## config.mk

```make
export PLATFORM = sky130hd
export DESIGN_NAME = rv_exec_unit
export DESIGN_NICKNAME = d
export VERILOG_FILES = /design/src/logic/rv_exec_pkg.sv /design/src/logic/rv_alu.sv /design/src/logic/rv_decoder.sv /design/src/logic/rv_divider.sv /design/src/logic/rv_exec_ctrl.sv /design/src/logic/rv_exec_unit.sv /design/src/logic/rv_multiplier.sv
export VERILOG_INCLUDE_DIRS = /design/src /design/src/logic
export SDC_FILE = /design/constraint.sdc
export NUM_CORES = 2
export LEC_CHECK = 0
export ABC_AREA = 1
export BUFFER_PORTS_ARGS = -buffer_cell sky130_fd_sc_hd__buf_2
export CAP_MARGIN = 20
export CELL_PAD_IN_SITES_DETAIL_PLACEMENT = 1
export CELL_PAD_IN_SITES_GLOBAL_PLACEMENT = 2
export CORE_MARGIN = 2
export CORE_UTILIZATION = 43
export CTS_BUF_LIST = sky130_fd_sc_hd__clkbuf_8
export DETAILED_ROUTE_END_ITERATION = 7
export MAX_ROUTING_LAYER = met4
export PLACE_DENSITY_LB_ADDON = 0.1
export SETUP_SLACK_MARGIN = 0.5
export SLEW_MARGIN = 20
export SYNTH_ARGS = -nofsm -noshare
export SYNTH_HDL_FRONTEND = slang
export SYNTH_SLANG_ARGS = --single-unit
```

## constraint.sdc

```tcl
create_clock -name clk_i -period 11.8 [get_ports clk_i]
set_input_delay 3.54 -clock clk_i [delete_from_list [all_inputs] [get_ports clk_i]]
set_output_delay 3.54 -clock clk_i [all_outputs]
set_load 0.005 [all_outputs]
```

## src/logic/rv_exec_cfg.svh

```systemverilog
// ----------------------------------------------------------
// Fixed encodings and sizes for the RV32IM execute unit.
// Include wherever opcodes, funct7 values or the word width
// are needed.
// ----------------------------------------------------------
`ifndef RV_EXEC_CFG_SVH
`define RV_EXEC_CFG_SVH

`define RV_XLEN      32

// Major opcodes, instr[6:2]
`define RV_OP_OP     5'b01100
`define RV_OP_OPIMM  5'b00100
`define RV_OP_LUI    5'b01101
`define RV_OP_AUIPC  5'b00101

`define RV_F7_MULDIV 7'h01     // M-extension marker
`define RV_F7_ALT    7'h20     // SUB and SRA

`define RV_DIV_STEPS 32        // One quotient bit per step

`endif

```

## src/logic/rv_exec_pkg.sv

```systemverilog
// ----------------------------------------------------------
// Shared types of the execute unit: data words, register
// indices, operation codes and the FSM state encodings.
// ----------------------------------------------------------
`include "rv_exec_cfg.svh"

package rv_exec_pkg;

    typedef logic [`RV_XLEN-1:0] word_t;
    typedef logic [4:0]          reg_idx_t;

    typedef enum logic [3:0] {
        ALU_ADD, ALU_SUB, ALU_SLT, ALU_SLTU, ALU_SLL, ALU_SRL,
        ALU_SRA, ALU_XOR, ALU_OR, ALU_AND, ALU_PASS_B
    } alu_op_t;

    // Values follow funct3[1:0] of the M-extension encodings
    typedef enum logic [1:0] {
        OP_MUL, OP_MULH, OP_MULHSU, OP_MULHU
    } mul_op_t;

    typedef enum logic [1:0] {
        OP_DIV, OP_DIVU, OP_REM, OP_REMU
    } div_op_t;

    typedef enum logic [1:0] {
        UNIT_ALU, UNIT_MUL, UNIT_DIV, UNIT_NONE
    } unit_sel_t;

    typedef enum logic [1:0] {
        CTRL_IDLE, CTRL_WAIT_UNIT, CTRL_DONE
    } ctrl_state_t;

    typedef enum logic [1:0] {
        DIV_IDLE, DIV_CHECK, DIV_EXEC, DIV_RET
    } div_state_t;

endpackage

```

## src/logic/rv_alu.sv

```systemverilog
// ----------------------------------------------------------
// Single-cycle integer ALU with operand selection. One
// 33-bit adder serves ADD, SUB, SLT and SLTU.
// ----------------------------------------------------------
module rv_alu import rv_exec_pkg::*; (
    input  alu_op_t alu_op_i,
    input  logic    a_sel_pc_i,
    input  logic    b_sel_imm_i,
    input  word_t   src1_i,
    input  word_t   src2_i,
    input  word_t   pc_i,
    input  word_t   imm_i,
    output word_t   rslt_o
);

    word_t       opa;
    word_t       opb;
    logic        is_signed;
    logic        is_neg;
    logic [32:0] sum;
    logic [4:0]  shamt;

    assign opa = a_sel_pc_i  ? pc_i  : src1_i;
    assign opb = b_sel_imm_i ? imm_i : src2_i;

    assign is_signed = (alu_op_i == ALU_SLT);
    assign is_neg    = (alu_op_i == ALU_SUB) || (alu_op_i == ALU_SLT)
                    || (alu_op_i == ALU_SLTU);

    // Extend by one bit so bit 32 is the borrow or the signed compare
    assign sum = {is_signed & opa[31], opa}
               + ({is_signed & opb[31], opb} ^ {33{is_neg}})
               + {32'b0, is_neg};

    assign shamt = opb[4:0];

    always_comb begin
        case (alu_op_i)
            ALU_ADD, ALU_SUB: rslt_o = sum[31:0];
            ALU_SLT, ALU_SLTU: rslt_o = {31'b0, sum[32]};
            ALU_SLL:    rslt_o = opa << shamt;
            ALU_SRL:    rslt_o = opa >> shamt;
            ALU_SRA:    rslt_o = $signed(opa) >>> shamt;
            ALU_XOR:    rslt_o = opa ^ opb;
            ALU_OR:     rslt_o = opa | opb;
            ALU_AND:    rslt_o = opa & opb;
            ALU_PASS_B: rslt_o = opb;           // LUI
            default:    rslt_o = '0;
        endcase
    end

endmodule

```

## src/logic/rv_decoder.sv

```systemverilog
// ----------------------------------------------------------
// Combinational RV32IM decoder for OP, OP-IMM, LUI and AUIPC.
// Picks the unit and operation, the operand sources and the
// immediate. Anything else comes out as UNIT_NONE.
// ----------------------------------------------------------
`include "rv_exec_cfg.svh"

module rv_decoder import rv_exec_pkg::*; (
    input  word_t     instr_i,
    output unit_sel_t unit_sel_o,
    output alu_op_t   alu_op_o,
    output mul_op_t   mul_op_o,
    output div_op_t   div_op_o,
    output logic      a_sel_pc_o,
    output logic      b_sel_imm_o,
    output word_t     imm_o
);

    logic [4:0] op;
    logic [2:0] f3;
    logic [6:0] f7;
    logic       is_u_type;

    assign op        = instr_i[6:2];
    assign f3        = instr_i[14:12];
    assign f7        = instr_i[31:25];
    assign is_u_type = (op == `RV_OP_LUI) || (op == `RV_OP_AUIPC);

    // U-type keeps the upper 20 bits, I-type sign-extends bit 31
    assign imm_o = is_u_type ? {instr_i[31:12], 12'b0}
                             : {{20{instr_i[31]}}, instr_i[31:20]};

    always_comb begin
        unit_sel_o  = UNIT_NONE;
        alu_op_o    = ALU_ADD;
        mul_op_o    = mul_op_t'(f3[1:0]);
        div_op_o    = div_op_t'(f3[1:0]);
        a_sel_pc_o  = 1'b0;
        b_sel_imm_o = 1'b0;

        if (instr_i[1:0] == 2'b11) begin  // 16-bit encodings are not supported
            case (op)
                `RV_OP_OPIMM: begin
                    unit_sel_o  = UNIT_ALU;
                    b_sel_imm_o = 1'b1;
                    case (f3)
                        3'd0: alu_op_o = ALU_ADD;
                        3'd2: alu_op_o = ALU_SLT;
                        3'd3: alu_op_o = ALU_SLTU;
                        3'd4: alu_op_o = ALU_XOR;
                        3'd6: alu_op_o = ALU_OR;
                        3'd7: alu_op_o = ALU_AND;
                        3'd1: if (f7 != 7'h00) unit_sel_o = UNIT_NONE;
                              else             alu_op_o   = ALU_SLL;
                        default: begin              // Right shifts
                            if (f7 == 7'h00)           alu_op_o   = ALU_SRL;
                            else if (f7 == `RV_F7_ALT) alu_op_o   = ALU_SRA;
                            else                       unit_sel_o = UNIT_NONE;
                        end
                    endcase
                end
                `RV_OP_OP: begin
                    if (f7 == `RV_F7_MULDIV) begin
                        unit_sel_o = f3[2] ? UNIT_DIV : UNIT_MUL;
                    end else if (f7 == 7'h00) begin
                        unit_sel_o = UNIT_ALU;
                        case (f3)
                            3'd0:    alu_op_o = ALU_ADD;
                            3'd1:    alu_op_o = ALU_SLL;
                            3'd2:    alu_op_o = ALU_SLT;
                            3'd3:    alu_op_o = ALU_SLTU;
                            3'd4:    alu_op_o = ALU_XOR;
                            3'd5:    alu_op_o = ALU_SRL;
                            3'd6:    alu_op_o = ALU_OR;
                            default: alu_op_o = ALU_AND;
                        endcase
                    end else if (f7 == `RV_F7_ALT && f3 == 3'd0) begin
                        unit_sel_o = UNIT_ALU;
                        alu_op_o   = ALU_SUB;
                    end else if (f7 == `RV_F7_ALT && f3 == 3'd5) begin
                        unit_sel_o = UNIT_ALU;
                        alu_op_o   = ALU_SRA;
                    end
                end
                `RV_OP_LUI: begin
                    unit_sel_o  = UNIT_ALU;
                    alu_op_o    = ALU_PASS_B;
                    b_sel_imm_o = 1'b1;
                end
                `RV_OP_AUIPC: begin
                    unit_sel_o  = UNIT_ALU;
                    a_sel_pc_o  = 1'b1;             // PC + upper immediate
                    b_sel_imm_o = 1'b1;
                end
                default: unit_sel_o = UNIT_NONE;
            endcase
        end
    end

endmodule

```

## src/logic/rv_divider.sv

```systemverilog
// ----------------------------------------------------------
// Restoring radix-2 divider for DIV, DIVU, REM and REMU.
// Works on magnitudes and fixes the signs at the end. A zero
// divisor skips the iterations.
// ----------------------------------------------------------
`include "rv_exec_cfg.svh"

module rv_divider import rv_exec_pkg::*; (
    input  logic    clk_i,
    input  logic    rst_i,
    input  logic    start_i,
    input  div_op_t div_op_i,
    input  word_t   src1_i,
    input  word_t   src2_i,
    output logic    valid_o,
    output word_t   rslt_o
);

    localparam int unsigned CNT_W = $clog2(`RV_DIV_STEPS);

    div_state_t       state_q;
    logic [CNT_W-1:0] cnt_q;
    word_t            divisor_q;
    word_t            rem_q;       // Holds the dividend until CHECK
    word_t            quo_q;
    logic             is_rem_q;
    logic             dvd_neg_q;
    logic             dvs_neg_q;
    logic             quo_neg_q;
    logic             rem_neg_q;

    logic             is_signed;
    logic [32:0]      shifted;
    logic [33:0]      diff;
    logic             q_bit;

    assign is_signed = (div_op_i == OP_DIV) || (div_op_i == OP_REM);

    // One step: shift in the next dividend bit, try to subtract
    assign shifted = {rem_q, quo_q[31]};
    assign diff    = {1'b0, shifted} - {2'b0, divisor_q};
    assign q_bit   = ~diff[33];

    // ------------------------------------------------------
    // State machine
    // ------------------------------------------------------
    always_ff @(posedge clk_i) begin
        if (rst_i) begin
            state_q <= DIV_IDLE;
        end else begin
            case (state_q)
                DIV_IDLE:  if (start_i) state_q <= DIV_CHECK;
                DIV_CHECK: state_q <= (divisor_q == '0) ? DIV_RET : DIV_EXEC;
                DIV_EXEC:  if (cnt_q == '0) state_q <= DIV_RET;
                default:   state_q <= DIV_IDLE;
            endcase
        end
    end

    // ------------------------------------------------------
    // Datapath
    // ------------------------------------------------------
    always_ff @(posedge clk_i) begin
        case (state_q)
            DIV_IDLE: if (start_i) begin
                is_rem_q  <= (div_op_i == OP_REM) || (div_op_i == OP_REMU);
                dvd_neg_q <= is_signed & src1_i[31];
                dvs_neg_q <= is_signed & src2_i[31];
                rem_q     <= src1_i;
                divisor_q <= src2_i;
            end
            DIV_CHECK: if (divisor_q == '0) begin
                quo_q     <= '1;                 // Remainder keeps the dividend
                quo_neg_q <= 1'b0;
                rem_neg_q <= 1'b0;
            end else begin
                divisor_q <= dvs_neg_q ? -divisor_q : divisor_q;
                quo_q     <= dvd_neg_q ? -rem_q : rem_q;
                rem_q     <= '0;
                quo_neg_q <= dvd_neg_q ^ dvs_neg_q;
                rem_neg_q <= dvd_neg_q;          // Remainder takes the dividend sign
                cnt_q     <= CNT_W'(`RV_DIV_STEPS - 1);
            end
            DIV_EXEC: begin
                rem_q <= q_bit ? diff[31:0] : shifted[31:0];
                quo_q <= {quo_q[30:0], q_bit};
                cnt_q <= cnt_q - 1'b1;
            end
            default: ;
        endcase
    end

    assign valid_o = (state_q == DIV_RET);
    assign rslt_o  = is_rem_q ? (rem_neg_q ? -rem_q : rem_q)
                              : (quo_neg_q ? -quo_q : quo_q);

endmodule

```

## src/logic/rv_exec_ctrl.sv

```systemverilog
// ----------------------------------------------------------
// Issue and completion control. Takes one instruction at a
// time, starts the multiplier or divider when needed and
// holds the result for the single-cycle done strobe.
// ----------------------------------------------------------
module rv_exec_ctrl import rv_exec_pkg::*; (
    input  logic      clk_i,
    input  logic      rst_i,
    input  logic      issue_i,
    input  unit_sel_t unit_sel_i,
    input  word_t     alu_rslt_i,
    input  logic      mul_valid_i,
    input  word_t     mul_rslt_i,
    input  logic      div_valid_i,
    input  word_t     div_rslt_i,
    output logic      mul_start_o,
    output logic      div_start_o,
    output logic      busy_o,
    output logic      done_o,
    output logic      illegal_o,
    output word_t     rslt_o
);

    ctrl_state_t state_q;
    logic        illegal_q;
    word_t       rslt_q;
    logic        accept;

    assign accept      = issue_i && (state_q == CTRL_IDLE);   // Ignored while busy
    assign mul_start_o = accept && (unit_sel_i == UNIT_MUL);
    assign div_start_o = accept && (unit_sel_i == UNIT_DIV);

    always_ff @(posedge clk_i) begin
        if (rst_i) begin
            state_q   <= CTRL_IDLE;
            illegal_q <= 1'b0;
        end else begin
            case (state_q)
                CTRL_IDLE: if (accept) begin
                    illegal_q <= (unit_sel_i == UNIT_NONE);
                    if (unit_sel_i == UNIT_ALU || unit_sel_i == UNIT_NONE)
                        state_q <= CTRL_DONE;
                    else
                        state_q <= CTRL_WAIT_UNIT;
                end
                CTRL_WAIT_UNIT: if (mul_valid_i || div_valid_i) state_q <= CTRL_DONE;
                default: state_q <= CTRL_IDLE;
            endcase
        end
    end

    // ------------------------------------------------------
    // Result register
    // ------------------------------------------------------
    always_ff @(posedge clk_i) begin
        if (accept && unit_sel_i == UNIT_ALU)       rslt_q <= alu_rslt_i;
        else if (accept && unit_sel_i == UNIT_NONE) rslt_q <= '0;
        else if (state_q == CTRL_WAIT_UNIT) begin
            if (mul_valid_i)      rslt_q <= mul_rslt_i;
            else if (div_valid_i) rslt_q <= div_rslt_i;
        end
    end

    assign busy_o    = (state_q != CTRL_IDLE);
    assign done_o    = (state_q == CTRL_DONE);
    assign illegal_o = done_o && illegal_q;
    assign rslt_o    = rslt_q;

endmodule

```

## src/logic/rv_exec_unit.sv

```systemverilog
// ----------------------------------------------------------
// Standalone RV32IM integer execute unit. Pulse issue_i with
// the instruction, PC and operands; wait for done_o.
// ----------------------------------------------------------
module rv_exec_unit import rv_exec_pkg::*; (
    input  logic  clk_i,
    input  logic  rst_i,
    input  logic  issue_i,
    input  word_t instr_i,
    input  word_t pc_i,
    input  word_t src1_i,
    input  word_t src2_i,
    output logic  busy_o,
    output logic  done_o,
    output logic  illegal_o,
    output word_t rslt_o
);

    unit_sel_t unit_sel;
    alu_op_t   alu_op;
    mul_op_t   mul_op;
    div_op_t   div_op;
    logic      a_sel_pc;
    logic      b_sel_imm;
    word_t     imm;
    word_t     alu_rslt;
    logic      mul_start;
    logic      mul_valid;
    word_t     mul_rslt;
    logic      div_start;
    logic      div_valid;
    word_t     div_rslt;

    rv_decoder decoder_inst (
        .instr_i     (instr_i),
        .unit_sel_o  (unit_sel),
        .alu_op_o    (alu_op),
        .mul_op_o    (mul_op),
        .div_op_o    (div_op),
        .a_sel_pc_o  (a_sel_pc),
        .b_sel_imm_o (b_sel_imm),
        .imm_o       (imm)
    );

    rv_alu alu_inst (
        .alu_op_i    (alu_op),
        .a_sel_pc_i  (a_sel_pc),
        .b_sel_imm_i (b_sel_imm),
        .src1_i      (src1_i),
        .src2_i      (src2_i),
        .pc_i        (pc_i),
        .imm_i       (imm),
        .rslt_o      (alu_rslt)
    );

    rv_multiplier multiplier_inst (
        .clk_i    (clk_i),
        .rst_i    (rst_i),
        .start_i  (mul_start),
        .mul_op_i (mul_op),
        .src1_i   (src1_i),
        .src2_i   (src2_i),
        .valid_o  (mul_valid),
        .rslt_o   (mul_rslt)
    );

    rv_divider divider_inst (
        .clk_i    (clk_i),
        .rst_i    (rst_i),
        .start_i  (div_start),
        .div_op_i (div_op),
        .src1_i   (src1_i),
        .src2_i   (src2_i),
        .valid_o  (div_valid),
        .rslt_o   (div_rslt)
    );

    rv_exec_ctrl ctrl_inst (
        .clk_i       (clk_i),
        .rst_i       (rst_i),
        .issue_i     (issue_i),
        .unit_sel_i  (unit_sel),
        .alu_rslt_i  (alu_rslt),
        .mul_valid_i (mul_valid),
        .mul_rslt_i  (mul_rslt),
        .div_valid_i (div_valid),
        .div_rslt_i  (div_rslt),
        .mul_start_o (mul_start),
        .div_start_o (div_start),
        .busy_o      (busy_o),
        .done_o      (done_o),
        .illegal_o   (illegal_o),
        .rslt_o      (rslt_o)
    );

endmodule

```

## src/logic/rv_multiplier.sv

```systemverilog
// ----------------------------------------------------------
// Two-stage 33x33 multiplier for MUL, MULH, MULHSU, MULHU.
// Operands are taken on start_i, valid_o follows two cycles
// later with the low or high word of the product.
// ----------------------------------------------------------
module rv_multiplier import rv_exec_pkg::*; (
    input  logic    clk_i,
    input  logic    rst_i,
    input  logic    start_i,
    input  mul_op_t mul_op_i,
    input  word_t   src1_i,
    input  word_t   src2_i,
    output logic    valid_o,
    output word_t   rslt_o
);

    logic signed [32:0] opa_q;
    logic signed [32:0] opb_q;
    logic               high_q;
    logic               stage1_q;
    logic signed [65:0] full_prod;
    logic        [63:0] prod_q;

    assign full_prod = opa_q * opb_q;

    always_ff @(posedge clk_i) begin
        if (rst_i) begin
            stage1_q <= 1'b0;
            valid_o  <= 1'b0;
        end else begin
            stage1_q <= start_i;
            valid_o  <= stage1_q;
        end
    end

    always_ff @(posedge clk_i) begin
        if (start_i) begin
            opa_q  <= {(mul_op_i != OP_MULHU) & src1_i[31], src1_i};   // MULH, MULHSU
            opb_q  <= {(mul_op_i == OP_MULH) & src2_i[31], src2_i};
            high_q <= (mul_op_i != OP_MUL);
        end
        if (stage1_q) prod_q <= full_prod[63:0];
    end

    assign rslt_o = high_q ? prod_q[63:32] : prod_q[31:0];

endmodule

```

==> impl_results.md <==
- Status: finished, final reports clean
- I/O pin cnt: 166
- Reg power frac: 0.172
- CTS Hold Bufs: 0
- Final std cells w/o fill: 10200
- Top_reg_cell synth: edfxtp_1
- Final setup viols: 0
- Tcrit/Tclk final: 0.781
- Top cells by area, synth: fa_1, edfxtp_1, inv_1
- Vias in the first global route: 60400
- Asr flop ratio synth: 0
- Area of the multi-input gates: 45900 sq um
- Crit Path Max Fanout: 20
- Top-area cell type share of the netlist area: 0.355
- First-pass GRT wire length: 387 mm
- RSZ-0062 raised after global routing: no
- Seq. cell area: 8220 sq um
- GPL Wtd Cong: 1.01
- Internal power: 5.03 mW
- Die span in y: 389 um
- Largest net degree at the start of global routing: 74
- Worst Path Required: 12.34 ns
- Detailed Route WL: 257 mm
- Mapped cell area: 63600 sq um
- Place WS: 1.94 ns
- Synth cell types: 71
- Max-Cap Viols: 0
- Vias per inst: 5.42
- Setup crit end kind: flip-flop
- Tot Pwr: 11.3 mW
- Synthesis Warnings: 0
- Congestion Overflow GR: 0
- VDD IR-drop max: 0.200 mV
- Final worst slack: 2.58 ns
- Clk sinks: 276
- Leak: 36.6 nW
- Worst-path clk slew: 0.07 ns
- Routed WL per cell: 25.1 um
- Fin crit period: 9.22 ns
- Clk pwr share: 0.087
- Fill count: 18300
- Syn Nets: 9923
- Clock skew: 0.0693 ns
- Share of layout cells above drive strength 1: 0.0556
- Vias: 55500
- Core ar.: 147000 sq um
- Layout area overhead: 6.07%
- IO Port Bufs: 160
- Final-report hold violation count: 0
- Setup TNS: 0 ns
- Nets: 9872
- Cell row count: 141
- Setup crit start kind: primary input
- H-tree depth: 2
- Initial Util: 0.432
- Initial antenna violation count: 23
- Clk root buf: clkbuf_8
- Gate power share: 0.741
- Relative slew margins: 0.305
- Postcts setup bufs: 0
- Post-route ant nets: 0
- Max clock buf depth: 3
- CTS tree: done
- 1st-iter DRT viols: 3801
- Full die area: 151000 sq um
- # resized after CTS: 0
- NetSw: 6.32 mW
- Die Width: 389 um
- Most frequent cell after synthesis: inv_1
- Post-synthesis sequential area ratio: 0.129
- Pin slew with the least headroom to its limit: 1.04 ns
- Post-DP HPWL: 215 mm
- Fmax: 108 MHz
- Cells after Synth: 8313
- DR DRC count: 0
- Slew Viols, Final: 0
- Hold WC Path Type: reg2reg
- Commonest cells in the netlist: inv_1, nand2_1, fa_1
- GRT Resource Usage Total: 0.356
- Worst Setup Path Type: in2reg
- Critical Path AT: 9.76 ns
- PwrDens: 168 nW/um^2
- Switching Share: 0.557
- Clk_lat worst skew: 0.73 ns
- Number of synthesized flops with an enable pin: 269
- Iteration count of the initial detailed-routing pass: 5
- Total CTS buffers: 53
- Placed Cells: 10100
- Biggest area consumer among synthesized cells: fa_1
- FF+latch count, synth: 276
- Average size of a mapped cell: 7.65 sq um
layout by cell type, fill, tap and decap left out, types with 7 or more instances in the layout:
| master | netlist | final |
|---|---|---|
| a21oi_1 | 296 | 295 |
| buf_4 | 8 | 145 |
| clkinv_1 | 8 | 16 |
| nand4_1 | 36 | 36 |
| edfxtp_1 | 269 | 269 |
| a21boi_0 | 14 | 14 |
| o21ai_1 | 92 | 91 |
| o221ai_1 | 10 | 10 |
| a31oi_1 | 43 | 43 |
| nand3_1 | 241 | 240 |
| diode_2 | 0 | 8 |
| nor2_2 | 5 | 9 |
| nand2_1 | 2042 | 2042 |
| o21ai_0 | 311 | 311 |
| a21o_1 | 10 | 10 |
| xor2_1 | 130 | 130 |
| o21bai_1 | 7 | 7 |
| clkinv_2 | 0 | 9 |
| o21a_1 | 16 | 16 |
| a2111oi_0 | 10 | 10 |
| or2_2 | 25 | 25 |
| o211ai_1 | 41 | 41 |
| inv_1 | 2097 | 2111 |
| nor2_1 | 387 | 382 |
| clkbuf_8 | 0 | 57 |
| xnor2_1 | 68 | 68 |
| fa_1 | 1127 | 1127 |
| nor3_1 | 51 | 51 |
| o31ai_1 | 13 | 13 |
| buf_2 | 31 | 161 |
| ha_1 | 352 | 351 |
| a211oi_1 | 14 | 14 |
| a221o_1 | 12 | 12 |
| inv_2 | 9 | 10 |
| a221oi_1 | 12 | 12 |
| nor4_1 | 19 | 19 |
| o22ai_1 | 50 | 50 |
flip-flops by register name (all words and copies together), names as in the netlist, 2 cells and up:
signal and flops:
ctrl_inst.rslt_o 32, ctrl_inst.state_q 2, divider_inst.cnt_q 5, divider_inst.divisor_q 32
divider_inst.quo_q 32, divider_inst.rem_q 32, divider_inst.state_q 2, multiplier_inst.opa_q 33
multiplier_inst.opb_q 33, multiplier_inst.prod_q 64
critical path: stages:
cell and delay (ns):
buf_2 0.24, inv_2 0.16, nand2_2 0.13, nor2_2 0.16, nand3_1 0.15, nand2_1 0.17
nand3_1 0.11, nand3_2 0.13, nand2_2 0.13, nand2_1 0.16, nand2_2 0.49, xnor2_1 0.65
ha_1 0.38, nand2_1 0.14, nor4_1 0.85, nand4_1 0.18, nand3_1 0.46, nand2_1 0.10
o211ai_1 0.17, nand2_1 0.09, nand2_1 0.14, nand2_1 0.06, nand2_1 0.08, or2_2 0.11
nand3_1 0.29, nand2_1 0.22, nand2_1 0.10, o21ai_1 0.12
area by class of cell:
| cell class | instances | area share |
|---|---|---|
| Antenna cell | 8 | 0.000297 |
| Clock buffer | 57 | 0.0116 |
| Clock inverter | 41 | 0.00378 |
| Inverter | 2114 | 0.118 |
| Multi-Input combinational cell | 5508 | 0.680 |
| Sequential cell | 276 | 0.122 |
| Tap cell | 1930 | 0.0358 |
| Timing Repair Buffer | 309 | 0.0292 |
through the flow:
step	hold slack, ns	utilization	instance area, sq um
after global placement	0.457	0.451	66400
after global routing	0.515	0.458	67500
final	0.471	0.458	67500
after floorplan	0.431	-	63600
after CTS	0.468	0.458	67400
after detailed placement	0.460	0.451	66400
metal layers:
metal | track usage | vias up | part of all wire
li1 | - | 24700 | -
met1 | 0.454 | 28700 | 0.42
met2 | 0.588 | 1580 | 0.48
met3 | 0.0314 | 431 | 0.050
met4 | 0.137 | 0 | 0.048
met5 | - | - | 0
logic make-up (layout without fill, tap and decap cells):
| kind of cell | after synthesis | count (layout) | synth area share |
|---|---|---|---|
| AO/OA/AOI/OAI | 985 | 985 | 0.0891 |
| XOR/XNOR | 198 | 198 | 0.0273 |
| adder cells (fa/ha/maj) | 1479 | 1479 | 0.424 |
| buffers and inverters | 2529 | 2521 | 0.151 |
| flip-flops | 276 | 276 | 0.129 |
| multiplexers | 5 | 5 | 0.000787 |
| other | 0 | 8 | 0 |
| AND/OR/NAND/NOR | 2841 | 2841 | 0.179 |
power by group through the flow:
stage	clock network (mW)	registers [mW]	logic, mW
floorplan	0	1.83	5.63
global placement	0	1.95	8.21
finish	0.990	1.95	8.41
detailed placement	0	1.96	8.31
global route	1.04	1.98	9.33
CTS	1.01	1.94	8.39
worst paths after layout:
path,slack (ns),cells after the start,from,end
worst max-delay path,2.58,28,instr_i[13],ctrl_inst.rslt_o[0]
worst min-delay path,0.47,2,ctrl_inst.illegal_q,ctrl_inst.illegal_q
worst max register to register,2.69,26,multiplier_inst.opb_q[15],multiplier_inst.prod_q[61]
worst min register to register,0.47,2,ctrl_inst.illegal_q,ctrl_inst.illegal_q
(Power assumes the default switching activity.)
